`src/chip_cmd_pkg.sv`:
```
`default_nettype none

// serial configuration frames and the readout command set of the chip
package chip_cmd_pkg;

    // frame is {data, addr}, shifted out lsb first
    localparam int cfg_data_width = 16;
    localparam int cfg_addr_width = 7;
    localparam int cfg_frame_len = cfg_data_width + cfg_addr_width;

    // counter for the 16 inbound readback bits
    localparam int cfg_cnt_width = 4;

    // every sequencer command targets this register
    localparam logic [cfg_addr_width-1:0] readout_reg = 7'd58;

    // readout per region
    localparam int class_bytes = 20;
    localparam int settle_cycles = 27;
    localparam int seq_cnt_width = 5;

    // data words written to readout_reg
    // class reads carry the byte index in the low bits
    typedef enum logic [cfg_data_width-1:0] {
        cmd_class_rd = 16'h0000,
        cmd_run      = 16'h8000
    } chip_cmd_e;

endpackage

`default_nettype wire

```
`src/spi_config_port.sv`:
```
`default_nettype none

module spi_config_port (
    input  logic clk,
    input  logic reset,
    input  logic cmd_load,
    input  logic cmd_rd,
    input  logic [chip_cmd_pkg::cfg_addr_width-1:0] cmd_addr,
    input  logic [chip_cmd_pkg::cfg_data_width-1:0] cmd_data,
    output logic spi_din,
    output logic spi_update,
    output logic spi_capture,
    input  logic spi_out,
    output logic frame_done,
    output logic [chip_cmd_pkg::cfg_data_width-1:0] rd_data,
    output logic rd_valid
);
    import chip_cmd_pkg::*;

    logic [cfg_frame_len-1:0] out_sh;
    // one-hot, reaches bit 0 in cycle 24 after the load
    logic [cfg_frame_len:0] strobe_sh;
    logic strobe_rd;
    logic [cfg_data_width-1:0] in_sh;
    logic [cfg_cnt_width-1:0] in_cnt;
    logic in_busy;

    ////////////////////////////////////////////////////////////
    // outbound frame
    ////////////////////////////////////////////////////////////

    always_ff @(posedge clk or posedge reset) begin
        if (reset) begin
            out_sh <= '0;
            strobe_sh <= '0;
            strobe_rd <= 1'b0;
        end else if (cmd_load) begin
            // read frames send the address with a zero data field
            out_sh <= cmd_rd ? {cfg_data_width'(0), cmd_addr} : {cmd_data, cmd_addr};
            strobe_sh <= {1'b1, cfg_frame_len'(0)};
            strobe_rd <= cmd_rd;
        end else begin
            out_sh <= out_sh >> 1;
            strobe_sh <= strobe_sh >> 1;
        end
    end

    // bit 0 appears in the cycle after the load
    assign spi_din = out_sh[0];
    assign spi_update = strobe_sh[0] & ~strobe_rd;
    assign spi_capture = strobe_sh[0] & strobe_rd;

    ////////////////////////////////////////////////////////////
    // inbound readback
    ////////////////////////////////////////////////////////////

    // 16 samples, from the capture cycle through cycle 39
    always_ff @(posedge clk or posedge reset) begin
        if (reset) begin
            in_busy <= 1'b0;
            in_cnt <= '0;
            rd_valid <= 1'b0;
        end else begin
            rd_valid <= 1'b0;
            if (spi_capture) begin
                in_busy <= 1'b1;
                in_cnt <= cfg_cnt_width'(1);
            end else if (in_busy) begin
                if (in_cnt == cfg_cnt_width'(cfg_data_width - 1)) begin
                    // last sample, word is complete in cycle 40
                    in_busy <= 1'b0;
                    in_cnt <= '0;
                    rd_valid <= 1'b1;
                end else begin
                    in_cnt <= in_cnt + 1'b1;
                end
            end
        end
    end

    // shift in at the top, first sample ends up in bit 0
    always_ff @(posedge clk) begin
        if (spi_capture || in_busy) begin
            in_sh <= {spi_out, in_sh[cfg_data_width-1:1]};
        end
    end

    assign rd_data = in_sh;

    // one credit back per finished frame
    assign frame_done = spi_update | rd_valid;

endmodule

`default_nettype wire

```
`config.mk`:
```
export PLATFORM = sky130hd
export DESIGN_NAME = spi_config_port
export DESIGN_NICKNAME = d
export VERILOG_FILES = /design/src/chip_cmd_pkg.sv /design/src/spi_config_port.sv
export SDC_FILE = /design/constraint.sdc
export NUM_CORES = 1
export LEC_CHECK = 0
export BUFFER_PORTS_ARGS = -buffer_cell sky130_fd_sc_hd__buf_2
export CORE_MARGIN = 1
export CORE_UTILIZATION = 35
export DETAILED_ROUTE_END_ITERATION = 16
export PLACE_DENSITY = 0.55
export SLEW_MARGIN = 10
export SYNTH_ARGS = -nofsm -noshare
export SYNTH_HDL_FRONTEND = slang
export SYNTH_SLANG_ARGS = --single-unit
```
`constraint.sdc`:
```
create_clock -name clk -period 2.3 [get_ports clk]
set_clock_uncertainty 0.1 [all_clocks]
set_input_delay 0.575 -clock clk [delete_from_list [all_inputs] [get_ports clk]]
set_output_delay 0.575 -clock clk [all_outputs]
set_load 0.05 [all_outputs]
```
Word level (Yosys, flattened, before mapping):

Cells that the tools add are included.

* equality and inequality tests: 1
* add/subtract/negate cells: 1
* reduce and logical (&&, ||, !) cells: 2
* muxes and demuxes: 12
* bitwise logic cells: 4

Operators by type and width (count)
* 23-bit 2-to-1 mux: 2
* 24-bit 2-to-1 mux: 1
* 4-bit 2-to-1 mux: 3
* 1-bit 2-to-1 mux: 6
* 4-bit by 1-bit adder with 4-bit output, second input constant: 1
* 4-bit equality test, second input constant: 1
* 1-bit bitwise AND: 2
* 2-bit nonzero test: 1
* 1-bit logical OR: 1
* 1-bit NOT: 1
* 1-bit OR: 1

* bits of input ports: 28
* bits in registers: 70
* logic and storage cells: 27

Depth between registers and ports, before layout:

* depth in word-level cells: 4
* gate-level depth with buffers: 4
* gate-level depth less buffers: 4

Least setup slack after synthesis:

OpenSTA, ideal clock, no wires.

* path type: reg-to-output
* from: reg strobe_rd
* to: out frame_done
* slack: 124 ps
* cell stages (with the launch flop): 3
* buffers on the path: 0
* arrival time: 1501 ps
* required time: 1625 ps
* path through: dfrtp_1 > nor2b_1 > or2_2

* cells in the longest elaborated chain, start to end: 3

RTL lines
* start, declared: line spi_config_port.sv:23 `logic strobe_rd;`
* start signal, assigned: line spi_config_port.sv:41 `strobe_rd <= cmd_rd;`
* 1-bit NOT: line spi_config_port.sv:50 `assign spi_update = strobe_sh[0] & ~strobe_rd;`
* 1-bit bitwise AND: line spi_config_port.sv:50
* named net spi_update: line spi_config_port.sv:11 `output logic spi_update,`
* 1-bit OR: line spi_config_port.sv:91 `assign frame_done = spi_update | rd_valid;`
* end, declared: line spi_config_port.sv:14 `output logic frame_done,`

The timed path passes the listed nets, and every way through them passes these cells.

Worst setup path in the final report:

* from: reg strobe_sh[0]
* to: out frame_done

* cells in the longest elaborated chain, start to end: 2

RTL lines
* start, declared: line spi_config_port.sv:22 `logic [cfg_frame_len:0] strobe_sh;`
* start signal, assigned: line spi_config_port.sv:40 `strobe_sh <= {1'b1, cfg_frame_len'(0)};`
* start signal, assigned: line spi_config_port.sv:44 `strobe_sh <= strobe_sh >> 1;`
* 1-bit bitwise AND: line spi_config_port.sv:50
* 1-bit OR: line spi_config_port.sv:91

Every way passes these cells.

==> reports/results.tsv <==
metric	value	unit
total negative setup slack	0	ps
final max-slew violation count	0	
minimum hold slack	144	ps
Tmin final	1990	ps
fillers	645	
number of ports placed on the die boundary	49	
growth of design area from synthesis to finish	22.2	%
number of global-route vias before repair	1334	
wire length of the first global-routing pass	6380	um
count of TritonRoute iterations in the first routing pass	4	
clock tree buffer depth	2	
longest individual stage delay on the worst path	380	ps
FF-to-FF path depth	2	
layout net count	264	
mean routed wirelength per cell	11.3	um
CP max-delay cell	sky130_fd_sc_hd__dfrtp_1	
count of instances resized after the clock tree is built	0	
CTS hold repair buffers	0	
count of port buffers added during placement	48	
number of synthesis warnings	0	
Hold Path Class	primary input to asynchronous set/reset pin	
beginning of the worst register-to-register path	in_busy$_DFF_PP0_	
fin crit share	0.865	
post-synthesis instance area	0.00246	mm2
power density over cell area	805	mW/mm2
highest net fanout along the worst path	2	
starting density of the core	0.362	
DRT antenna net count	0	
DIE WIDTH	85.9	um
post-synthesis net count	209	
Worst-Skew Late Latency	330	ps
Diodes inserted	0	
DR DRC count	0	
clock tree from TritonCTS	done	
sequential element share of the synthesized area	0.744	
number of DRC markers after the initial detailed-route iteration	58	
Core Region	0.00679	mm2
setup repair after global routing missed its margin	no	
proportion of layout cells with a drive suffix above 1	0.317	
via count	1421	
total congestion overflow after global routing	0	
Clock transition at path regs	70	ps
maximum clock frequency	503	MHz
endpoint of the most critical register-to-register path	rd_data[13]$_DFFE_PP_	
Leak Pwr	1.42	nW
via density per instance	4.23	
arrival time of data at the critical path endpoint	1310	ps
Clk Tree Root Cell	sky130_fd_sc_hd__clkbuf_8	
setup-violating endpoint count in the final report	0	
post-detailed-routing wire length	3780	um
GPL Wtd Cong	0.817	
Site Rows	30	
number of maximum-capacitance violations	0	
largest net degree at the start of global routing	36	
count of H-tree levels built during CTS	3	
critical path required time	1620	ps
Avg Cell Area, Syn	13.7	um2
y dimension of the die	85.9	um
worst vdd ir	0.310	mV
number of different library cells in the post-synthesis netlist	26	
startpoint kind of the worst setup timing path	register	
critical path endpoint category	primary output	
antenna violations before repair	0	
most frequent standard cell in the layout excluding fill and tap cells	sky130_fd_sc_hd__dfrtp_1	
transition time of the tightest slew-check pin	688	ps
Critical Setup Path Class	register to primary output	
Multi-input gate area	512	um2
sinks on the clock net	70	
slew margin rel.	0.540	
number of CTS-inserted buffers	9	
cells along the critical path	nor2b_1, or2_2, buf_2	
combined global-route utilization of all metal layers	0.116	
run status	finished, final reports clean	
Final Hold Viols	0	
Sequential cell area	0.00183	mm2
flip-flop and latch count after synthesis	70	
half-perimeter wire length after detailed placement	2400	um
area of the die	0.00737	mm2
Post-CTS Repair Setup Buffers	0	
gate count after technology mapping	180	
worst-case register-to-register setup slack	760	ps
highest-count cells in the layout ignoring fill and taps	sky130_fd_sc_hd__dfrtp_1 (54), sky130_fd_sc_hd__buf_2 (48), sky130_fd_sc_hd__nor2b_1 (24), sky130_fd_sc_hd__nand2_1 (19), sky130_fd_sc_hd__inv_1 (17)	
-- worst max-delay path by stage --
| stage | to | slack (ps) | cells past startpoint | startpoint |
|---|---|---|---|---|
| 6_report | frame_done | 310 | 3 | strobe_sh[0]$_DFF_PP0_ |
| 5_1_grt | frame_done | 260 | 3 | strobe_sh[0]$_DFF_PP0_ |
| 4_1_cts | frame_done | 290 | 3 | strobe_sh[0]$_DFF_PP0_ |
| 3_5_place_dp | out_sh[16]$_DFF_PP0_ | 600 | 4 | cmd_load |
| 3_3_place_gp | out_sh[10]$_DFF_PP0_ | 630 | 4 | cmd_load |
| 2_1_floorplan | frame_done | 120 | 2 | strobe_rd$_DFFE_PP0P_ |
-- worst max-delay path: cells and delay by family (launching register included) --
family / cells / cell delay [ps]
AND/OR/NAND/NOR: 2 / 400
flip-flops: 1 / 380
buffers and inverters: 1 / 210
-- cells in the mapped netlist, drive strengths merged --
cell type	n	area [um2]
nand2	19	71.3
a21oi	2	10.0
buf	6	47.5
and2b	1	10.0
nand4	1	6.26
mux2i	1	10.0
edfxtp	16	480
o21ai	16	80.1
inv	18	67.6
clkbuf	1	3.75
mux2	8	93.8
ha	1	12.5
nand3	2	10.0
nand3b	1	7.51
nor2	4	15.0
dfrtp	54	1350
nor3	1	5.00
and2	1	6.26
or2	1	6.26
xor2	1	8.76
nor2b	24	150
a41oi	1	8.76
-- routing by layer --
layer,share of wire,GRT usage,vias to the layer above
met4,0.019,0.0727,0
met2,0.43,0.146,49
met1,0.51,0.172,677
met3,0.050,0.0327,9
li1,-,-,686
met5,0,0,-
-- cell families (layout without fill, tap and decap cells) --
group,count (synthesis),after routing,share of synthesized area
AO/OA/AOI/OAI,19,19,0.0401
AND/OR/NAND/NOR,55,55,0.117
buffers and inverters,25,85,0.0483
multiplexers,9,9,0.0422
adder cells (fa/ha/maj),1,1,0.00508
flip-flops,70,70,0.744
XOR/XNOR,1,1,0.00356
-- cell type report --
cell class,instances,area share
multi-input cells,85,0.170
repair buffers,51,0.0915
clock buffers,13,0.0528
clock inverters,3,0.0141
well taps,96,0.0399
inverters,18,0.0225
flip-flops and latches,70,0.609
-- power breakdown --
| part | internal (mW) | total (mW) | leakage, nW | switching [mW] |
|---|---|---|---|---|
| clock | 0.560 | 0.998 | 0.0996 | 0.439 |
| combinational | 0.0482 | 0.111 | 0.461 | 0.0629 |
| sequential | 1.30 | 1.31 | 0.862 | 0.0102 |
| total | 1.91 | 2.42 | 1.42 | 0.512 |
-- flip-flops by register name (all words and copies together), names as in the netlist --
signal / count
in_busy: 1
in_cnt: 4
out_sh: 23
rd_data: 16
rd_valid: 1
strobe_rd: 1
strobe_sh: 24
-- stage by stage --
step,setup slack [ps],std cells,power (mW),instance area [um2],utilization
after floorplan,124,180,1.41,2460,-
after global placement,625,320,1.45,2810,0.413
after detailed placement,599,320,1.45,2810,0.413
after CTS,290,336,2.46,3010,0.443
after global routing,256,336,2.54,3010,0.443
final,310,336,2.42,3010,0.443
(Power assumes the default switching activity.)
