**config.mk**
```make
export PLATFORM = sky130hd
export DESIGN_NAME = spi_cmd_arbiter
export DESIGN_NICKNAME = d
export VERILOG_FILES = /design/src/chip_cmd_pkg.sv /design/src/spi_cmd_arbiter.sv
export SDC_FILE = /design/constraint.sdc
export NUM_CORES = 1
export LEC_CHECK = 0
export BUFFER_PORTS_ARGS = -buffer_cell sky130_fd_sc_hd__buf_2
export CELL_PAD_IN_SITES_DETAIL_PLACEMENT = 1
export CELL_PAD_IN_SITES_GLOBAL_PLACEMENT = 1
export CORE_UTILIZATION = 35
export CTS_BUF_LIST = sky130_fd_sc_hd__clkbuf_16
export DETAILED_ROUTE_END_ITERATION = 16
export GPL_ROUTABILITY_DRIVEN = 0
export HOLD_SLACK_MARGIN = 0.15
export PLACE_DENSITY_LB_ADDON = 0.1
export SYNTH_ARGS = -nofsm -noshare
export SYNTH_HDL_FRONTEND = slang
export SYNTH_SLANG_ARGS = --single-unit
```
**constraint.sdc**
```tcl
create_clock -name clk -period 5.8 [get_ports clk]
set_clock_uncertainty 0.15 [all_clocks]
set_input_delay 0.58 -clock clk [delete_from_list [all_inputs] [get_ports clk]]
set_output_delay 0.58 -clock clk [all_outputs]
set_load 0.03 [all_outputs]
```
**src/chip_cmd_pkg.sv**
```systemverilog
`default_nettype none

// serial configuration frames and the readout command set of the chip
package chip_cmd_pkg;

    // frame is {data, addr}, shifted out lsb first
    localparam int cfg_data_width = 16;
    localparam int cfg_addr_width = 7;
    localparam int cfg_frame_len = cfg_data_width + cfg_addr_width;

    // counter for the 16 inbound readback bits
    localparam int cfg_cnt_width = 4;

    // every sequencer command targets this register
    localparam logic [cfg_addr_width-1:0] readout_reg = 7'd58;

    // readout per region
    localparam int class_bytes = 20;
    localparam int settle_cycles = 27;
    localparam int seq_cnt_width = 5;

    // data words written to readout_reg
    // class reads carry the byte index in the low bits
    typedef enum logic [cfg_data_width-1:0] {
        cmd_class_rd = 16'h0000,
        cmd_run      = 16'h8000
    } chip_cmd_e;

endpackage

`default_nettype wire

```
**src/spi_cmd_arbiter.sv**
```systemverilog
`default_nettype none

module spi_cmd_arbiter (
    input  logic clk,
    input  logic reset,
    input  logic seq_cmd_valid,
    input  logic [chip_cmd_pkg::cfg_data_width-1:0] seq_cmd_data,
    output logic seq_cmd_accept,
    input  logic host_cmd_valid,
    input  logic host_cmd_rd,
    input  logic [chip_cmd_pkg::cfg_addr_width-1:0] host_cmd_addr,
    input  logic [chip_cmd_pkg::cfg_data_width-1:0] host_cmd_data,
    output logic host_cmd_accept,
    input  logic frame_done,
    output logic cmd_load,
    output logic cmd_rd,
    output logic [chip_cmd_pkg::cfg_addr_width-1:0] cmd_addr,
    output logic [chip_cmd_pkg::cfg_data_width-1:0] cmd_data
);
    import chip_cmd_pkg::*;

    // the port takes one frame at a time
    logic credit;
    logic issue;

    assign issue = credit & (seq_cmd_valid | host_cmd_valid);

    always_ff @(posedge clk or posedge reset) begin
        if (reset) begin
            credit <= 1'b1;
            cmd_load <= 1'b0;
            seq_cmd_accept <= 1'b0;
            host_cmd_accept <= 1'b0;
        end else begin
            cmd_load <= issue;
            // sequencer wins a tie
            seq_cmd_accept <= issue & seq_cmd_valid;
            host_cmd_accept <= issue & ~seq_cmd_valid;
            if (issue) begin
                credit <= 1'b0;
            end else if (frame_done) begin
                credit <= 1'b1;
            end
        end
    end

    // command fields, valid with cmd_load
    always_ff @(posedge clk) begin
        if (issue) begin
            if (seq_cmd_valid) begin
                // sequencer only ever writes the readout register
                cmd_rd <= 1'b0;
                cmd_addr <= readout_reg;
                cmd_data <= seq_cmd_data;
            end else begin
                cmd_rd <= host_cmd_rd;
                cmd_addr <= host_cmd_addr;
                cmd_data <= host_cmd_data;
            end
        end
    end

endmodule

`default_nettype wire

```
# Yosys cells after proc, flatten, opt, wreduce, memory -nomap -nowiden
# Cells that the tools add are included.
# totals
regBits,28
in_bits,45
out_inout_bits,27
# classes
muxes,3
n_bitwise,5
reduce_logical,1
# ops
cell,n
16-bit two-way mux,1
1-bit AND,3
1-bit two-way mux,2
2-bit nonzero test,1
1-bit inverter,1
1-bit bitwise OR,1

# Logic depth before layout (Yosys ltp)
# Gate-level depths: netlist of run 1.
# logic_depth
word_depth,3
depth_mapped,3

# Least setup slack after synthesis of run 1
# No wires, ideal clock.
# synth_path
kind,input -> register
startpoint,input seq_cmd_valid
endpoint,register cmd_addr[0] (netlist bit) (enable)
setup_time_ps,409
arrival_time_ps,1878
setup_slack_ps,3363
path_stages,3
n_path_buf,1
cell_sequence,buf_6 > nor2_1 > nor2b_1
# synth_via
elab_chain_cells,2
# synth_lines
element,line,text
start: declaration,spi_cmd_arbiter.sv:6,"input logic seq_cmd_valid,"
1-bit bitwise OR,spi_cmd_arbiter.sv:26,assign issue = credit & (seq_cmd_valid | host_cmd_valid);
1-bit AND,spi_cmd_arbiter.sv:26,
via issue,spi_cmd_arbiter.sv:24,logic issue;
end signal: assignment,spi_cmd_arbiter.sv:53,cmd_addr <= readout_reg;
end signal: assignment,spi_cmd_arbiter.sv:57,cmd_addr <= host_cmd_addr;
end: declaration,spi_cmd_arbiter.sv:17,"output logic [chip_cmd_pkg::cfg_addr_width-1:0] cmd_addr,"
# The timed path passes the listed nets, and every way through them passes these cells.
# A chain may end at the register's enable or synchronous reset.

# Worst setup path in the final report of run 1
# layout_path
startpoint,input seq_cmd_valid
endpoint,register cmd_data[10] (netlist bit) (enable)
# layout_via
elab_chain_cells,2
# layout_lines
element,line,text
1-bit bitwise OR,spi_cmd_arbiter.sv:26,
1-bit AND,spi_cmd_arbiter.sv:26,
via issue,spi_cmd_arbiter.sv:24,
end signal: assignment,spi_cmd_arbiter.sv:54,cmd_data <= seq_cmd_data;
end signal: assignment,spi_cmd_arbiter.sv:58,cmd_data <= host_cmd_data;
end: declaration,spi_cmd_arbiter.sv:18,output logic [chip_cmd_pkg::cfg_data_width-1:0] cmd_data
# The timed path passes the listed nets, and every way through them passes these cells.

==> run summary, run 1 <==
syn nets -> 106
Syn-to-layout area delta -> 39.91%
Max transition margin -> 20.49%
initial antenna violation count -> 0
Die W -> 59.72 um
run status -> finished clean
vias per cell -> 4.404
register bit total from synthesis -> 28
worst-path fanout max -> 27
final WL -> 2.311 mm
worst hold path class -> reg -> reg
final hold vios -> 0
via count -> 784
RSZ-0062 raised after global routing -> no
setup_tns -> 0 ps
achievable frequency -> 410.7 MHz
largest net degree at the start of global routing -> 28
Final setup violation count -> 0
CTS tree -> built
hold slack -> 392.1 ps
min Tclk post-route -> 2435 ps
Max Slew Vio Count -> 0
number of clock sinks -> 28
HPWL Detailed -> 1.728 mm
Max Buffers Root-to-Sink -> 2
share of cells above drive strength 1 -> 69.40%
Tcrit/Tclk final -> 41.98%
clock transition at the registers of the reported paths -> 60 ps
DIE HEIGHT -> 59.72 um
num rows -> 20
critical path launch point type -> primary input
worst endpoint data arrival time -> 2160 ps
post-synthesis instance total -> 61
area occupied by multi-input gates -> 306.5 um2
post-synth top area cell -> edfxtp_1
root buf cell -> clkbuf_16
max-cap violation count -> 0
vias in the first global route -> 759
Total Power -> 0.4788 mW
total track usage -> 13.53%
DRT antenna net count -> 0
Max VDD drop -> 0.1339 mV
drt first pass iters -> 3
core region area -> 3103 um2
Worst Path Required -> 5530 ps
CTS resizes -> 0
port bufs -> 71
power per cell area -> 293.4 nW/um2
Tightest Pin Transition -> 1187 ps
H-tree depth -> 1
CP Class -> in -> reg
FF/Latch Area -> 822.0 um2
total CTS buffers -> 3
ranking of synthesized cells by area -> edfxtp_1 62%, mux2_4 13%, mux2_2 6.8%, dfrtp_1 6.4%, nor2b_1 2.7%
mean post-synth cell area -> 19.12 um2
CP endpoint kind -> flip-flop
Residual DRC -> 0
initial DRC count -> 7
yosys warns -> 0
IO Pins -> 72
Synth top area share -> 61.80%
first-pass GRT wire length -> 3.450 mm
routed length per instance -> 12.98 um
final core utilization -> 52.58%
# diodes -> 0
Leakage -> 0.7500 nW
initial cell density of the core -> 37.58%
DIE AREA -> 3566 um2
total global routing overflow -> 0
Mapped Area -> 1166 um2
post-synth cell types -> 14
clock latency on the worst-skew pair -> 260 ps
sequential area share after synthesis -> 70.49%
# fillers -> 344
nets@finish -> 180
## metal layers
metal | global-route usage, % | share of wire (%) | vias to the layer above
met3 | 2.597 | 6.7 | 4
met5 | 0 | 0 | -
li1 | - | - | 367
met4 | 6.977 | 1.0 | 0
met1 | 15.21 | 37 | 374
met2 | 24.13 | 55 | 39
## power by group
part | switching, mW | total, mW | internal [mW]
logic | 0.0487 | 0.0823 | 0.0335
registers | 0.00374 | 0.242 | 0.238
clock network | 0.0623 | 0.155 | 0.0923
total | 0.115 | 0.479 | 0.364
## repair_timing
action	in CTS	in global routing
endpoints found under the setup margin	0	0
setup buffers	0	0
hold buffers	1	0
endpoints found under the hold margin	3	0
## sequential cells by signal, summed over array words and instances (netlist names)
signal	count
seq_cmd_accept	1
cmd_rd	1
cmd_load	1
credit	1
cmd_data	16
cmd_addr	7
host_cmd_accept	1
## through the flow
step	cell area (um2)	std cells	setup WS [ps]
2_1_floorplan	1166	61	3363
3_3_place_gp	1543	173	3083
3_5_place_dp	1543	173	3012
4_1_cts	1632	178	3298
5_1_grt	1632	178	3232
6_report	1632	178	3365
## worst max-delay path, stage by stage
cell	delay, ps
buf_2	480
nor2_1	150
nor2b_2	940
## cell families (layout without fill, tap and decap cells)
family,Yosys count,after routing,share of synthesized area (%)
buffers and inverters,4,77,3.433
AND/OR/NAND/NOR,12,12,6.438
multiplexers,17,17,19.64
flip-flops,28,28,70.49
## cells in the mapped netlist, drive strengths merged
master and n:
inv 1, and3b 1, dfrtp 3, nor2b 5, edfxtp 24, or2 4, mux2 17, and2 1
buf 3, dfstp 1, nor2 1
## worst paths after layout
kind | startpoint | end | slack (ps) | cells after the start
setup / recovery | seq_cmd_valid | cmd_data[10] | 3370 | 3
hold / removal | credit | seq_cmd_accept | 390 | 1
setup reg to reg | credit | cmd_data[10] | 3770 | 1
hold reg to reg | credit | seq_cmd_accept | 390 | 1
max in group asynchronous | reset | credit | 4680 | 3
min in group asynchronous | reset | cmd_load | 590 | 3
## layout make-up
type,count,area share [%]
repair buffers,72,22.39
multi-input cells,29,18.79
inverters,1,0.2301
clock buffers,3,4.601
well taps,44,3.374
flip-flops and latches,28,50.38
clock inverters,1,0.2301
## cell usage in the layout, fill, tap and decap left out
cell           Yosys  layout
dlygate4sd3_1      0       1
mux2_4            10      10
inv_1              1       2
edfxtp_1          24      24
mux2_2             7       7
nor2b_2            0       1
nor2b_1            5       4
dfrtp_1            3       3
dfstp_2            1       1
and2_1             1       1
or2_1              4       4
nor2_1             1       1
clkbuf_16          0       3
and3b_1            1       1
buf_2              1      71
No activity file was read; power rests on OpenSTA's default activity.
==> run 2, diff against run 1 <==
CORE_UTILIZATION = 29   (was 35)
clock period = 2 ns   (was 5.8 ns; I/O delays follow)
==> run summary, run 2 (same netlist as run 1, synthesis figures left out) <==
worst endpoint data arrival time -> 1680 ps (-480 ps)
CTS tree -> built
Top Registers -> cmd_data x16, cmd_addr x7
HPWL Detailed -> 1.780 mm (+3.0%)
Switching Power -> 0.3438 mW (+200%)
critical path launch point type -> primary input
IO Pins -> 72 (unchanged)
Leakage -> 0.9414 nW (+26%)
H-tree depth -> 1 (unchanged)
initial antenna violation count -> 0 (unchanged)
max reg flops -> 16 (unchanged)
Tcrit/Tclk final -> 91.04%
CP dominant cell by count -> dlygate4sd3_1
R2R Setup Slk -> 630 ps (-3140 ps)
total internal power -> 1.125 mW (+210%)
initial cell density of the core -> 30.92% (-6.7 points)
share of cells above drive strength 1 -> 53.89% (-16 points)
Most flops, register -> cmd_data
total track usage -> 13.31% (-0.21 points)
core region area -> 3771 um2 (+22%)
max-cap violation count -> 0 (unchanged)
# fillers -> 404 (+17%)
nets@finish -> 226 (+26%)
Worst Setup SP -> seq_cmd_data[15]
hold buffers post-CTS -> 43 (+42)
number of clock sinks -> 28 (unchanged)
final WL -> 2.680 mm (+16%)
crit-path cells -> dlygate4sd3_1 -> buf_2 -> mux2_2 -> dlygate4sd3_1
final core utilization -> 55.34% (+2.8 points)
achievable frequency -> 549.2 MHz
worst r2r dst -> cmd_data[15]
initial DRC count -> 14 (+7)
Post-CTS Setup Bufs -> 0 (unchanged)
crit-path max cell delay -> 550 ps (-390 ps)
Syn-to-layout area delta -> 78.97%
most common cell after layout, fill and taps aside -> buf_2
DIE HEIGHT -> 65.41 um (+9.5%)
Residual DRC -> 0 (unchanged)
sequential power share -> 47.7% (-2.8 points)
run status -> finished clean
Tightest Pin Transition -> 332.1 ps (-855.3 ps)
Worst Path Required -> 1860 ps (-3670 ps)
Die W -> 65.41 um (+9.5%)
setup_tns -> 0 ps (unchanged)
vias in the first global route -> 1,002 (+32%)
first-pass GRT wire length -> 4.284 mm (+24%)
routed length per instance -> 11.75 um (-9.5%)
RSZ-0062 raised after global routing -> no
FF/Latch Area -> 822.0 um2 (unchanged)
clock latency on the worst-skew pair -> 260 ps (about the same)
Reg-to-Reg Start -> credit
worst-path fanout max -> 1 (-96%)
DIE AREA -> 4278 um2 (+20%)
# diodes -> 0 (unchanged)
Max transition margin -> 77.86% (+57 points)
final hold vios -> 0 (unchanged)
Setup crit end -> cmd_data[15]
num rows -> 22 (+10%)
largest net degree at the start of global routing -> 17 (-39%)
logic gate share of total power -> 21.9% (+4.7 points)
hold slack -> 211.2 ps (-181.0 ps)
DRT antenna net count -> 0 (unchanged)
total global routing overflow -> 0 (unchanged)
Final setup violation count -> 0 (unchanged)
port bufs -> 71 (unchanged)
sw frac -> 23.41% (-0.56 points)
worst hold path class -> in -> async
clock share of power -> 30.4% (-1.9 points)
via count -> 952 (+21%)
vias per cell -> 4.175 (-5.2%)
CP max stage cell -> dlygate4sd3_1
clock transition at the registers of the reported paths -> 60 ps (about the same)
Max VDD drop -> 0.5621 mV (+320%)
min Tclk post-route -> 1821 ps
CP endpoint kind -> flip-flop
root buf cell -> clkbuf_16
CP Class -> in -> reg
drt first pass iters -> 2 (-1)
Max Buffers Root-to-Sink -> 2 (unchanged)
Max Slew Vio Count -> 0 (unchanged)
R2R depth -> 2 (+1)
power per cell area -> 703.9 nW/um2 (+140%)
total CTS buffers -> 3 (unchanged)
area occupied by multi-input gates -> 306.5 um2 (unchanged)
CTS resizes -> 0 (unchanged)
most frequent cells in the layout -> 71 x buf_2, 43 x dlygate4sd3_1, 24 x edfxtp_1
==> run 2: cell types whose count changed in the layout (fill, tap and decap cells not counted), sizes merged <==
cell	before	now
clkinv	0	1
dlygate4sd3	1	43
inv	2	1
buf	71	75
==> run 2: area by class of cell <==
class                   count  area share (%)
flip-flops and latches     28           39.39
well taps                  48           2.878
clock buffers               3           3.597
multi-input cells          29           14.69
repair buffers            118           39.09
inverters                   1          0.1799
clock inverters             1          0.1799
==> run 2: through the flow <==
step           total power, mW  std cells  cell area [um2]  setup WS [ps]
2_1_floorplan           0.8719         61             1169          228.3
3_3_place_gp            0.9590        181             1578          523.6
5_1_grt                  1.526        228             2087          159.3
4_1_cts                  1.485        228             2087          209.0
6_report                 1.469        228             2087          179.1
3_5_place_dp            0.9621        181             1578          499.8
==> run 2: worst min path at each step <==
stage	end	slack [ps]	cells past startpoint
final	host_cmd_accept	210	3
after global routing	seq_cmd_accept	230	3
after CTS	seq_cmd_accept	200	3
after detailed placement	host_cmd_accept	-60	2
after global placement	host_cmd_accept	-60	2
after floorplan	cmd_load	-180	1
==> run 2: metal layers <==
| layer | up-vias | share of wire (%) | track usage, % |
|---|---|---|---|
| met2 | 40 | 54 | 26.16 |
| met5 | - | 0 | 0 |
| met3 | 2 | 6.7 | 3.472 |
| li1 | 461 | - | - |
| met1 | 449 | 39 | 14.05 |
| met4 | 0 | 0.52 | 2.446 |
==> run 2: power by group through the flow <==
stage	Sequential, mW	Combinational [mW]	Clock (mW)
after floorplan	0.795	0.0766	0
after global placement	0.713	0.246	0
after detailed placement	0.713	0.249	0
after CTS	0.701	0.323	0.460
after global routing	0.705	0.347	0.475
final	0.700	0.322	0.447
==> run 2: worst max-delay path, delay by kind of cell <==
| family | cells | cell delay [ps] |
|---|---|---|
| buffers and inverters | 3 | 1230 |
| multiplexers | 1 | 250 |
