<file path="src/frame_geom_pkg.sv">
`default_nettype none

// geometry of the event frames and of the class-result memory
package frame_geom_pkg;

    // sensor frame, loaded in raster order
    localparam int x_length = 320;
    localparam int y_depth = 240;
    localparam int frame_pixels = x_length * y_depth;

    // chip-side index widths
    localparam int col_width = 9;
    localparam int row_width = 8;

    // linear pixel address, row * x_length + col
    localparam int pix_addr_width = 17;

    // class results, region * 20 + byte index
    localparam int class_addr_width = 11;
    localparam int class_depth = 1 << class_addr_width;

endpackage

`default_nettype wire

</file>
<file path="src/chip_cmd_pkg.sv">
`default_nettype none

// serial configuration frames and the readout command set of the chip
package chip_cmd_pkg;

    // frame is {data, addr}, shifted out lsb first
    localparam int cfg_data_width = 16;
    localparam int cfg_addr_width = 7;
    localparam int cfg_frame_len = cfg_data_width + cfg_addr_width;

    // counter for the 16 inbound readback bits
    localparam int cfg_cnt_width = 4;

    // every sequencer command targets this register
    localparam logic [cfg_addr_width-1:0] readout_reg = 7'd58;

    // readout per region
    localparam int class_bytes = 20;
    localparam int settle_cycles = 27;
    localparam int seq_cnt_width = 5;

    // data words written to readout_reg
    // class reads carry the byte index in the low bits
    typedef enum logic [cfg_data_width-1:0] {
        cmd_class_rd = 16'h0000,
        cmd_run      = 16'h8000
    } chip_cmd_e;

endpackage

`default_nettype wire

</file>
<file path="src/class_readout_seq.sv">
`default_nettype none

module class_readout_seq (
    input  logic clk,
    input  logic reset,
    input  logic start,
    input  logic cnn_ready,
    input  logic cnn_done,
    input  logic done,
    input  logic [7:0] parallel_out,
    output logic seq_cmd_valid,
    output logic [chip_cmd_pkg::cfg_data_width-1:0] seq_cmd_data,
    input  logic seq_cmd_accept,
    output logic class_wr,
    output logic [frame_geom_pkg::class_addr_width-1:0] class_addr,
    output logic [7:0] class_byte,
    output logic result_ready
);
    import frame_geom_pkg::*;
    import chip_cmd_pkg::*;

    typedef enum logic [2:0] {
        s_idle,
        s_wait_ready,
        s_wait_done,
        s_wait_result,
        s_issue_read,
        s_settle,
        s_finish
    } seq_state_e;

    seq_state_e state;
    logic last_region;
    logic [class_addr_width-1:0] region;
    logic [seq_cnt_width-1:0] byte_idx;
    logic [seq_cnt_width-1:0] wait_cnt;

    always_ff @(posedge clk or posedge reset) begin
        if (reset) begin
            state <= s_idle;
            last_region <= 1'b0;
            region <= '0;
            byte_idx <= '0;
            wait_cnt <= '0;
            seq_cmd_valid <= 1'b0;
            seq_cmd_data <= cmd_class_rd;
            class_wr <= 1'b0;
            class_addr <= '0;
            class_byte <= '0;
            result_ready <= 1'b0;
        end else begin
            class_wr <= 1'b0;
            result_ready <= 1'b0;
            // command held until the arbiter takes it
            if (seq_cmd_accept) begin
                seq_cmd_valid <= 1'b0;
            end
            case (state)
                s_idle: begin
                    if (start) begin
                        seq_cmd_valid <= 1'b1;
                        seq_cmd_data <= cmd_run;
                        region <= '0;
                        last_region <= 1'b0;
                        state <= s_wait_ready;
                    end
                end
                s_wait_ready: begin
                    if (cnn_ready) begin
                        seq_cmd_valid <= 1'b1;
                        seq_cmd_data <= cmd_run;
                        state <= s_wait_done;
                    end
                end
                s_wait_done: begin
                    if (done) begin
                        seq_cmd_valid <= 1'b1;
                        seq_cmd_data <= cmd_run;
                        state <= s_wait_result;
                    end
                end
                s_wait_result: begin
                    // cnn_done marks the last region
                    if (cnn_ready || cnn_done) begin
                        last_region <= cnn_done;
                        byte_idx <= '0;
                        state <= s_issue_read;
                    end
                end
                s_issue_read: begin
                    seq_cmd_valid <= 1'b1;
                    seq_cmd_data <= cmd_class_rd | cfg_data_width'(byte_idx);
                    wait_cnt <= '0;
                    state <= s_settle;
                end
                s_settle: begin
                    // count from the accept, sample 4 cycles past the update
                    if (!seq_cmd_valid) begin
                        if (wait_cnt == seq_cnt_width'(settle_cycles)) begin
                            class_wr <= 1'b1;
                            class_byte <= parallel_out;
                            class_addr <= class_addr_width'(region * class_bytes + byte_idx);
                            if (byte_idx == seq_cnt_width'(class_bytes - 1)) begin
                                state <= s_finish;
                            end else begin
                                byte_idx <= byte_idx + 1'b1;
                                state <= s_issue_read;
                            end
                        end else begin
                            wait_cnt <= wait_cnt + 1'b1;
                        end
                    end
                end
                s_finish: begin
                    if (last_region) begin
                        result_ready <= 1'b1;
                        state <= s_idle;
                    end else begin
                        // step the chip to the next region
                        seq_cmd_valid <= 1'b1;
                        seq_cmd_data <= cmd_run;
                        region <= region + 1'b1;
                        state <= s_wait_done;
                    end
                end
                default: begin
                    state <= s_idle;
                end
            endcase
        end
    end

endmodule

`default_nettype wire

</file>
<file path="config.mk">
export PLATFORM = sky130hd
export DESIGN_NAME = class_readout_seq
export DESIGN_NICKNAME = d
export VERILOG_FILES = /design/src/frame_geom_pkg.sv /design/src/chip_cmd_pkg.sv /design/src/class_readout_seq.sv
export SDC_FILE = /design/constraint.sdc
export NUM_CORES = 1
export LEC_CHECK = 0
export ABC_AREA = 1
export BUFFER_PORTS_ARGS = -buffer_cell sky130_fd_sc_hd__buf_2
export CORE_ASPECT_RATIO = 1.5
export CORE_UTILIZATION = 60
export DETAILED_ROUTE_END_ITERATION = 10
export GPL_TIMING_DRIVEN = 0
export PLACE_DENSITY = 0.93
export SLEW_MARGIN = 20
export SYNTH_ARGS = -nofsm -noshare
export SYNTH_HDL_FRONTEND = slang
export SYNTH_SLANG_ARGS = --single-unit
export TNS_END_PERCENT = 30
</file>
<file path="constraint.sdc">
create_clock -name clk -period 3.4 [get_ports clk]
set_input_delay 0.34 -clock clk [delete_from_list [all_inputs] [get_ports clk]]
set_output_delay 0.34 -clock clk [all_outputs]
set_load 0.02 [all_outputs]
</file>
After elaboration in Yosys (flattened, before gate mapping)
Index checks and enable logic that the tools add are counted.

Register bits after elaboration: 63. Bits of input ports: 15. Output and inout port bits: 38. Logic and storage cells: 87.

Add/subtract/negate cells: 4. $mul: 1. Equality and inequality tests: 17. Mux-type cells: 39. Bitwise gates (word level): 1. Reduce and logical (&&, ||, !) cells: 14.

Operators by type and width (count): case mux 16 bit (5 select lines) (1); 2-to-1 mux 16 bit (4); 2-to-1 mux 5 bit (6); 2-to-1 mux 11 bit (2); case mux 11 bit (2 select lines) (1); case mux 3 bit (7 select lines) (1); case mux 5 bit (2 select lines) (2); 2-to-1 mux 3 bit (6); != test 2 bit, second input constant (9); 2-to-1 mux 1 bit (12); AND reduction 3 bit (4); adder 11 x 1 -> 11 bit, second input constant (1); adder 11 x 5 -> 11 bit (1); multiplier 11 x 3 -> 9 bit, second input constant (1); adder 5 x 1 -> 5 bit, second input constant (2); == test 5 bit, second input constant (2); AND reduction 5 bit (2); == test 3 bit, second input constant (3); nonzero test 2 bit (4); == test 3 x 2 -> 1 bit, second input constant (2); AND reduction 6 bit (1); case mux 1 bit (5 select lines) (1); nonzero test 5 bit (1); 2-to-1 mux 2 bit (2); other kinds (5) (5).

Depth between registers and ports, before layout
Gate-level depths: netlist (run 1).

Depth after elaboration: 5. Gate-level depth with buffers: 12. Depth with buffers taken out: 12.

Worst setup path after synthesis (run 1)
OpenSTA, ideal clock, no wires.

Path kind: register -> register. Start point: register region[1]. End point: register class_addr[10] in the netlist's numbering. Library setup time: 0.117 ns. Arrival time: 2.067 ns. Data required time: 3.283 ns. Slack: 1.216 ns. Stages on the path, launching flop included: 11. Buffers on the path: 0. Period minus slack after synthesis: 2.184 ns. Path through: dfrtp_1 -> ha_1 -> ha_1 -> fa_1 -> nand3_1 -> nor2_1 -> nand2_1 -> nor2_1 -> nand2_1 -> nand3_1 -> nand2_1.

Longest elaborated chain between the ends: 2.

RTL lines: start, declared (RTL line class_readout_seq.sv:34) `logic [class_addr_width-1:0] region;`; start signal, assigned (RTL line class_readout_seq.sv:122) `region <= region + 1'b1;`; multiplier 11 x 3 -> 9 bit (RTL line class_readout_seq.sv:102) `class_addr <= class_addr_width'(region * class_bytes + byte_idx);`; adder 11 x 5 -> 11 bit (RTL line class_readout_seq.sv:102); end signal, assigned (RTL line class_readout_seq.sv:102); end, declared (RTL line class_readout_seq.sv:15) `output logic [frame_geom_pkg::class_addr_width-1:0] class_addr,`.

Every way passes these cells. A chain may end at the register's enable or synchronous reset.

Worst setup path in the final report (run 1)
Ends and elaborated chain as after synthesis.

==> qor.txt, run 1 <==
R2R Path End -> class_addr[10]
Hold_buf cts -> 0
Total CTS buffers -> 5
Seq pwr share -> 39.4%
R2R Path Start -> region[1]
WL final -> 7520 um
Total number of vias -> 2891
Vias in the first global route -> 2787
Commonest non-fill, non-tap cell in the layout -> nand2_1
Routability cong. -> 0.848
Share of the synthesized area in the top cell type -> 39.7%
Post-route ant nets -> 0
CTS root buffer -> clkbuf_8
Sequential cell area -> 1280 um^2
Least-Margin Pin Slew -> 0.555 ns
Initial antenna violation count -> 0
Largest net degree at the start of global routing -> 30
Max-slew violations -> 0
Worst vdd ir -> 521 uV
Area after DPL -> 3560 um^2
Core box area -> 5160 um^2
First-pass GRT wire length -> 12600 um
Setup tns final -> 0 ns
Most frequent cells in the layout -> nand2_1 (128), dfrtp_1 (51), buf_2 (44)
Critical path origin -> region[1]
GRT overflow -> 0
Leading area contributor after synthesis -> dfrtp_1
Tmin final -> 2.54 ns
Setup ws final -> 0.858 ns
Global route hottest layer -> met2
Run status -> finished clean
Fill cell count -> 390
Total Routing Usage GR -> 29.7%
Chip Height -> 91.6 um
Pwr Total -> 1.81 mW
Fmax -> 393 MHz
Cells taking the most area after synthesis -> dfrtp_1 (40%), nand2_1 (15%), ha_1 (6.6%), nand3_1 (6.2%), inv_1 (4.2%)
Die W -> 61.8 um
Cell Area, Synth -> 3210 um^2
Synth Area in Compound Gates -> 7.05%
CP max FO -> 6
Critical Path RT -> 3.61 ns
End of the critical path -> class_addr[10]
Crit Path Class -> flip-flop to flip-flop
Nets -> 493
Vias per inst -> 5.48
Clock share of power -> 25.0%
Critical path capture point type -> flip-flop
Comb pwr share -> 35.6%
Clk_lat worst skew -> 0.31 ns
HP Class -> primary input to asynchronous set/reset pin
Hold Vio Cnt, Final -> 0
FF-to-FF setup slack -> 0.86 ns
FF+latch count, synth -> 51
Multiplexer area fraction after synthesis -> 0%
Post-CTS Setup Inserts -> 0
Sw frac -> 38.5%
CTS clock-pin slew for the worst setup and hold paths -> 0.10 ns
Main combinational cell family by area after synthesis -> simple AND/OR/NAND/NOR gates
Clk_skew -> 0.00913 ns
Internal power -> 1.11 mW
Drt pass-1 iters -> 4
Multi-input gate area -> 1680 um^2
Leak pwr -> 1.95 nW
Worst path arrival time -> 2.76 ns
Fin Hold WS -> 0.0580 ns
M3 GR Usage -> 3.81%
H-tree Lvls -> 2
NetSw -> 0.696 mW
FF-to-FF path depth -> 10
Pwr/cell area -> 491 nW/um^2
Grt met1 use -> 34.9%
CP most frequent cell -> nand2_1
Ant diodes -> 0
FP Rows -> 32
Xor-xnor portion of the synthesized cell area -> 2.72%
Synth Area in Simple Gates -> 33.3%
DRC viols -> 0
Sequential share of the synthesized area -> 39.7%
Die area -> 5660 um^2
Cells after Synth -> 400
Avg Cell Area, Syn -> 8.04 um^2
Input/output buffers -> 42
Starting density of the core -> 62.2%
RSZ-0062 raised after global routing -> no
Fraction of layout cells with a size suffix above 1 -> 22.6%
Area delta synth->final -> 14.6%
Final Setup Violations -> 0
CTS sink cnt -> 51
Yosys cell types -> 39
Critical path's largest stage delay -> 0.60 ns
Slowest CP cell -> fa_1
CTS max path bufs -> 2
DR iter-0 viols -> 209
IO Pins -> 53
CP Cell Sequence -> ha_1, ha_1, fa_1, nand3_1, nor2_1, nand2_1, nor2_1, nand2_1, nand3_1, nand2_1
GR met2 Demand/Resource -> 51.0%
Post-DP HPWL -> 5550 um
DR WL/cell -> 14.2 um
TritonCTS clock tree -> done
Relative slew slack -> 63.0%
Max Cap Violations -> 0
Period utilization -> 74.8%
Synth Area in Adders -> 7.86%
Synthesis Warnings -> 0
Pre-CTS WS -> 0.956 ns
Critical Path Source Type -> flip-flop
Final instance area -> 3680 um^2
Post-CTS sizing -> 0
-- how the worst min path moves through the flow --
stage,startpoint,to,slack (ns),depth (start not counted)
3_3_place_gp,seq_cmd_data[4],seq_cmd_data[4],0.45,2
5_1_grt,reset,class_byte[6],0.09,2
3_5_place_dp,reset,seq_cmd_data[1],0.41,2
6_report,reset,class_byte[6],0.06,2
2_1_floorplan,seq_cmd_accept,seq_cmd_valid,0.44,1
4_1_cts,reset,seq_cmd_data[1],0.07,2
-- through the flow --
stage / util [%] / std cells
finish: 71.3 / 528
global route: 71.3 / 528
detailed placement: 69.0 / 520
global placement: 68.6 / 519
floorplan: - / 409
CTS: 71.3 / 528
-- state kept, by name (all words and copies together), names as in the netlist, 3 cells and up --
| signal | count |
|---|---|
| class_addr | 11 |
| region | 9 |
| class_byte | 8 |
| seq_cmd_data | 6 |
| byte_idx | 5 |
| wait_cnt | 5 |
| state | 3 |
-- cells in the mapped netlist --
master / number
inv_2: 4
nor3b_4: 1
buf_6: 4
o21ai_0: 15
nor3_4: 1
buf_2: 2
inv_6: 1
or2_2: 4
nand2_1: 128
nand3_2: 2
o21a_1: 1
nor2_4: 2
o21bai_1: 1
nand3b_1: 2
nand2_2: 7
conb_1: 1
inv_1: 36
nand2_4: 2
o21ai_1: 6
fa_1: 2
a31o_2: 1
ha_1: 17
nor2_1: 14
nand4_4: 1
nand3_4: 1
xor2_1: 6
nor3_2: 2
nand3_1: 40
nor2_2: 4
xnor2_1: 4
nand4_1: 8
o211a_1: 1
buf_4: 11
a21boi_2: 1
nor3_1: 4
dfrtp_1: 51
a21oi_1: 6
o21ai_2: 1
o31ai_1: 5
-- critical path: cells and delay by family (launching register included) --
kind / cells / cell delay (ns)
DFF: 1 / 0.49
and+or+nand+nor: 7 / 0.76
adders and majority gates: 3 / 1.20
-- power by group through the flow --
stage	Clock [mW]	Sequential (mW)	Combinational, mW
after detailed placement	0	0.723	0.634
after global placement	0	0.720	0.611
after CTS	0.457	0.712	0.641
final	0.452	0.712	0.643
after floorplan	0	0.726	0.486
after global routing	0.482	0.718	0.713
-- final cells by class --
cell class	instances	area share, %
multi-input cells	300	45.5
flip-flops and latches	51	34.6
plain buffers	17	3.74
well taps	68	2.31
clock buffers	6	2.24
clock inverters	2	1.05
inverters	41	4.31
repair buffers	43	6.25
-- cell families after synthesis --
kind of cell               Yosys count
and+or+nand+nor                    223
buffers and inverters               58
DFF                                 51
AOI/OAI and AO/OA                   38
adders and majority gates           19
xor gates and xnor gates            10
other                                1
-- metal layers --
| metal | wire length (um) | vias up |
|---|---|---|
| li1 | - | 1400 |
| met1 | 2830 | 1351 |
| met2 | 4050 | 112 |
| met3 | 335 | 28 |
| met4 | 308 | 0 |
| met5 | 0 | - |
Note: power is estimated with default switching activity, not from simulation.
==> run 2: changes to the inputs <==
--- a/config.mk
+++ b/config.mk
@@ -5,13 +5,13 @@
 export SDC_FILE = /design/constraint.sdc
 export NUM_CORES = 1
 export LEC_CHECK = 0
-export ABC_AREA = 1
+export ABC_AREA = 0
 export BUFFER_PORTS_ARGS = -buffer_cell sky130_fd_sc_hd__buf_2
 export CORE_ASPECT_RATIO = 1.5
-export CORE_UTILIZATION = 60
+export CORE_UTILIZATION = 50
 export DETAILED_ROUTE_END_ITERATION = 10
 export GPL_TIMING_DRIVEN = 0
-export PLACE_DENSITY = 0.93
+export PLACE_DENSITY = 0.85
 export SLEW_MARGIN = 20
 export SYNTH_ARGS = -nofsm -noshare
 export SYNTH_HDL_FRONTEND = slang
==> constraint.sdc (replaced) <==
create_clock -name clk -period 2.3 [get_ports clk]
set_input_delay 0.23 -clock clk [delete_from_list [all_inputs] [get_ports clk]]
set_output_delay 0.23 -clock clk [all_outputs]
set_load 0.02 [all_outputs]
==> run 2 against run 1 <==
Net effect:
- the run now ends with negative setup slack left
- cell count down 16%
- routed wire length down 15%
- non-clock buffer count up 12
- combinational power down 2%
- count of clock-buffer cells in the layout down 1
- power up 24%
- sequential power up 50%
- first-iteration DRC count down 22%
- utilization down 8.2 points
==> qor.txt, run 2 <==
CTS max path bufs -> 2 (unchanged)
Pwr/cell area -> 647 nW/um^2 (was 491 nW/um^2)
Input/output buffers -> 42 (unchanged)
Sequential share of the synthesized area -> 44.5% (was 39.7%)
IO Pins -> 53 (unchanged)
Area delta synth->final -> 21.0% (was 14.6%)
Chip Height -> 94.8 um (was 91.6 um)
Largest regs -> class_addr: 11 flops, region: 9 flops, class_byte: 8 flops (unchanged)
Post-synth top cells -> nand2_1 (61), dfrtp_1 (51), nor2_1 (21) (was nand2_1 (128), dfrtp_1 (51), nand3_1 (40))
Clk_lat worst skew -> 0.32 ns (was 0.31 ns)
Die area -> 6050 um^2 (was 5660 um^2)
GRT overflow -> 0 (unchanged)
Max-slew violations -> 0 (unchanged)
CTS clock-pin slew for the worst setup and hold paths -> 0.10 ns (about the same)
H-tree Lvls -> 2 (unchanged)
Total Routing Usage GR -> 20.9% (was 29.7%)
Area after DPL -> 3230 um^2 (was 3560 um^2)
WP buf/inv -> 0 (unchanged)
Starting density of the core -> 52.2% (was 62.2%)
Asr flop ratio synth -> 100% (unchanged)
NetSw -> 0.819 mW (was 0.696 mW)
Comb pwr share -> 28.1% (was 35.6%)
FP Rows -> 33 (was 32)
Final Util -> 63.2% (was 71.3%)
Fill cell count -> 436 (was 390)
CP max FO -> 5 (was 6)
Critical Path Source Type -> flip-flop (unchanged)
TritonCTS clock tree -> done (unchanged)
Global route hottest layer -> met2 (unchanged)
Post-route ant nets -> 0 (unchanged)
First-pass GRT wire length -> 10000 um (was 12600 um)
Critical path capture point type -> flip-flop (unchanged)
Die W -> 63.8 um (was 61.8 um)
Synthesis Warnings -> 0 (unchanged)
Critical Path RT -> 2.55 ns (was 3.61 ns)
Internal power -> 1.42 mW (was 1.11 mW)
Max Cap Violations -> 0 (unchanged)
Run status -> finished, violations left (was finished clean)
CP most frequent cell -> ha_1 (was nand2_1)
Period utilization -> 105% (was 74.8%)
Largest net degree at the start of global routing -> 37 (was 30)
Ant diodes -> 0 (unchanged)
Final Setup Violations -> 2 (was 0)
Setup tns final -> -0.162 ns (was 0 ns)
Crit Path Class -> flip-flop to flip-flop (unchanged)
Fmax -> 414 MHz (was 393 MHz)
Slowest CP cell -> dfrtp_1 (was fa_1)
Hold Vio Cnt, Final -> 0 (unchanged)
CP top delay family -> compound AO/OA/AOI/OAI gates (was adder cells)
Critical path's largest stage delay -> 0.45 ns (was 0.60 ns)
Least-Margin Pin Slew -> 0.710 ns (was 0.555 ns)
Seq pwr share -> 47.6% (was 39.4%)
Setup ws final -> -0.115 ns (was 0.858 ns)
Largest register FFs -> 11 (unchanged)
Tmin final -> 2.42 ns (was 2.54 ns)
Grt met1 use -> 24.7% (was 34.9%)
Commonest non-fill, non-tap cell in the layout -> nand2_1 (unchanged)
Final instance area -> 3470 um^2 (was 3680 um^2)
Failing checks -> negative setup slack
Most frequent cells in the layout -> nand2_1 (61), dfrtp_1 (47), buf_2 (45) (was nand2_1 (128), dfrtp_1 (51), buf_2 (44))
HP Class -> primary input to flip-flop (was primary input to asynchronous set/reset pin)
M3 GR Usage -> 2.78% (was 3.81%)
CP Cell Sequence -> ha_1, ha_1, a211oi_4, o21bai_1, a21oi_1, xnor3_1, o21ai_2 (was ha_1, ha_1, fa_1, nand3_1, nor2_1, nand2_1, nor2_1, nand2_1, nand3_1, nand2_1)
DR WL/cell -> 14.3 um (was 14.2 um)
Leading area contributor after synthesis -> dfrtp_1 (unchanged)
Fraction of layout cells with a size suffix above 1 -> 25.9% (was 22.6%)
Total number of vias -> 2410 (was 2891)
Worst vdd ir -> 277 uV (was 521 uV)
Routability cong. -> 0.832 (was 0.848)
Avg Cell Area, Syn -> 9.46 um^2 (was 8.04 um^2)
Total CTS buffers -> 5 (unchanged)
Yosys cell types -> 54 (was 39)
DRC viols -> 0 (unchanged)
Clk_skew -> 0.00740 ns (was 0.00913 ns)
Cells taking the most area after synthesis -> dfrtp_1 (45%), nand2_1 (8.0%), ha_1 (7.4%), xor2_1 (3.1%), o21ai_0 (2.8%) (was dfrtp_1 (40%), nand2_1 (15%), ha_1 (6.6%), nand3_1 (6.2%), inv_1 (4.2%))
Post-DP HPWL -> 4160 um (was 5550 um)
DR iter-0 viols -> 163 (was 209)
Top reg by flops -> class_addr (unchanged)
Vias per inst -> 5.43 (was 5.48)
Leak pwr -> 1.70 nW (was 1.95 nW)
Share of the synthesized area in the top cell type -> 44.5% (was 39.7%)
Clock share of power -> 24.3% (was 25.0%)
GR met2 Demand/Resource -> 35.8% (was 51.0%)
Vias in the first global route -> 2273 (was 2787)
CTS sink cnt -> 51 (unchanged)
FF+latch count, synth -> 51 (unchanged)
Initial antenna violation count -> 0 (unchanged)
RSZ-0062 raised after global routing -> yes (was no)
Core box area -> 5490 um^2 (was 5160 um^2)
Sw frac -> 36.5% (was 38.5%)
Worst path arrival time -> 2.66 ns (was 2.76 ns)
Most common cell in the netlist -> nand2_1 (unchanged)
Nets -> 407 (was 493)
WL final -> 6360 um (was 7520 um)
Relative slew slack -> 52.7% (was 63.0%)
Cells after Synth -> 303 (was 400)
Cell Area, Synth -> 2870 um^2 (was 3210 um^2)
Commonest register cell after synthesis -> dfrtp_1 (unchanged)
CTS root buffer -> clkbuf_8 (unchanged)
Drt pass-1 iters -> 4 (unchanged)
Number of synthesized flops with an enable pin -> 0 (unchanged)
-- run 2: cell types whose count changed after synthesis, sizes merged, moves of 5 or more --
cell   previous run  this run
nor3              7         2
a22o              0         6
nand2           137        61
nand3            43         7
a21oi             6        11
inv              41         9
-- run 2: area by class of cell --
type	count	area, um^2	share of cell area (%)
Multi-Input combinational cell	234	1550	44.6
Sequential cell	51	1280	36.9
Timing Repair Buffer	54	315	9.09
Buffer	18	109	3.14
Tap cell	70	87.6	2.52
Clock buffer	5	68.8	1.98
Inverter	9	33.8	0.974
Clock inverter	3	25.0	0.721
-- run 2: kinds of logic after synthesis --
logic type	after synthesis	synth area share, %
other	1	0.131
and+or+nand+nor	125	20.7
muxes	1	0.393
buffers and inverters	27	4.97
adders and majority gates	19	8.81
AOI/OAI and AO/OA	64	15.4
DFF	51	44.5
xor gates and xnor gates	15	5.06
-- run 2: worst paths after layout --
| check | startpoint | to | slack [ns] | cells after the start |
|---|---|---|---|---|
| worst max-delay path | region[4] | class_addr[10] | -0.12 | 7 |
| worst min-delay path | seq_cmd_accept | seq_cmd_valid | 0.07 | 2 |
| worst max register to register | region[4] | class_addr[10] | -0.12 | 7 |
| worst min register to register | class_byte[6] | class_byte[6] | 0.48 | 2 |
| max in group asynchronous | reset | region[3] | 1.36 | 4 |
| min in group asynchronous | reset | seq_cmd_valid | 0.42 | 3 |
-- run 2: power by group through the flow --
| stage | clock, mW | combinational, mW | sequential [mW] |
|---|---|---|---|
| after floorplan | 0 | 0.347 | 1.18 |
| after global placement | 0 | 0.607 | 1.08 |
| after detailed placement | 0 | 0.628 | 1.09 |
| after CTS | 0.551 | 0.632 | 1.07 |
| after global routing | 0.581 | 0.707 | 1.08 |
| final | 0.546 | 0.631 | 1.07 |
-- run 2: metal layers --
layer / share of wire [%] / vias to the layer above / routed length [um]
met2: 51 / 90 / 3230
met4: 4.2 / 0 / 270
met1: 40 / 1119 / 2560
met5: 0 / - / 0
met3: 4.5 / 16 / 287
li1: - / 1185 / -
-- run 2: timing repair --
action	in CTS	in global routing
hold buffers	1	0
setup buffers	8	2
setup endpoints to repair	1	3
endpoints found under the hold margin	15	0
pin swaps	6	6
gates resized for setup	8	5
-- run 2: stage by stage --
step / hold WS [ns] / power (mW) / cells / worst slack (ns)
after floorplan: 0.326 / 1.52 / 312 / 0.0106
after global routing: 0.0857 / 2.37 / 444 / -0.203
after global placement: 0.409 / 1.69 / 424 / -0.158
after detailed placement: 0.229 / 1.71 / 425 / -0.195
after CTS: 0.0794 / 2.25 / 442 / -0.126
final: 0.0746 / 2.24 / 444 / -0.115
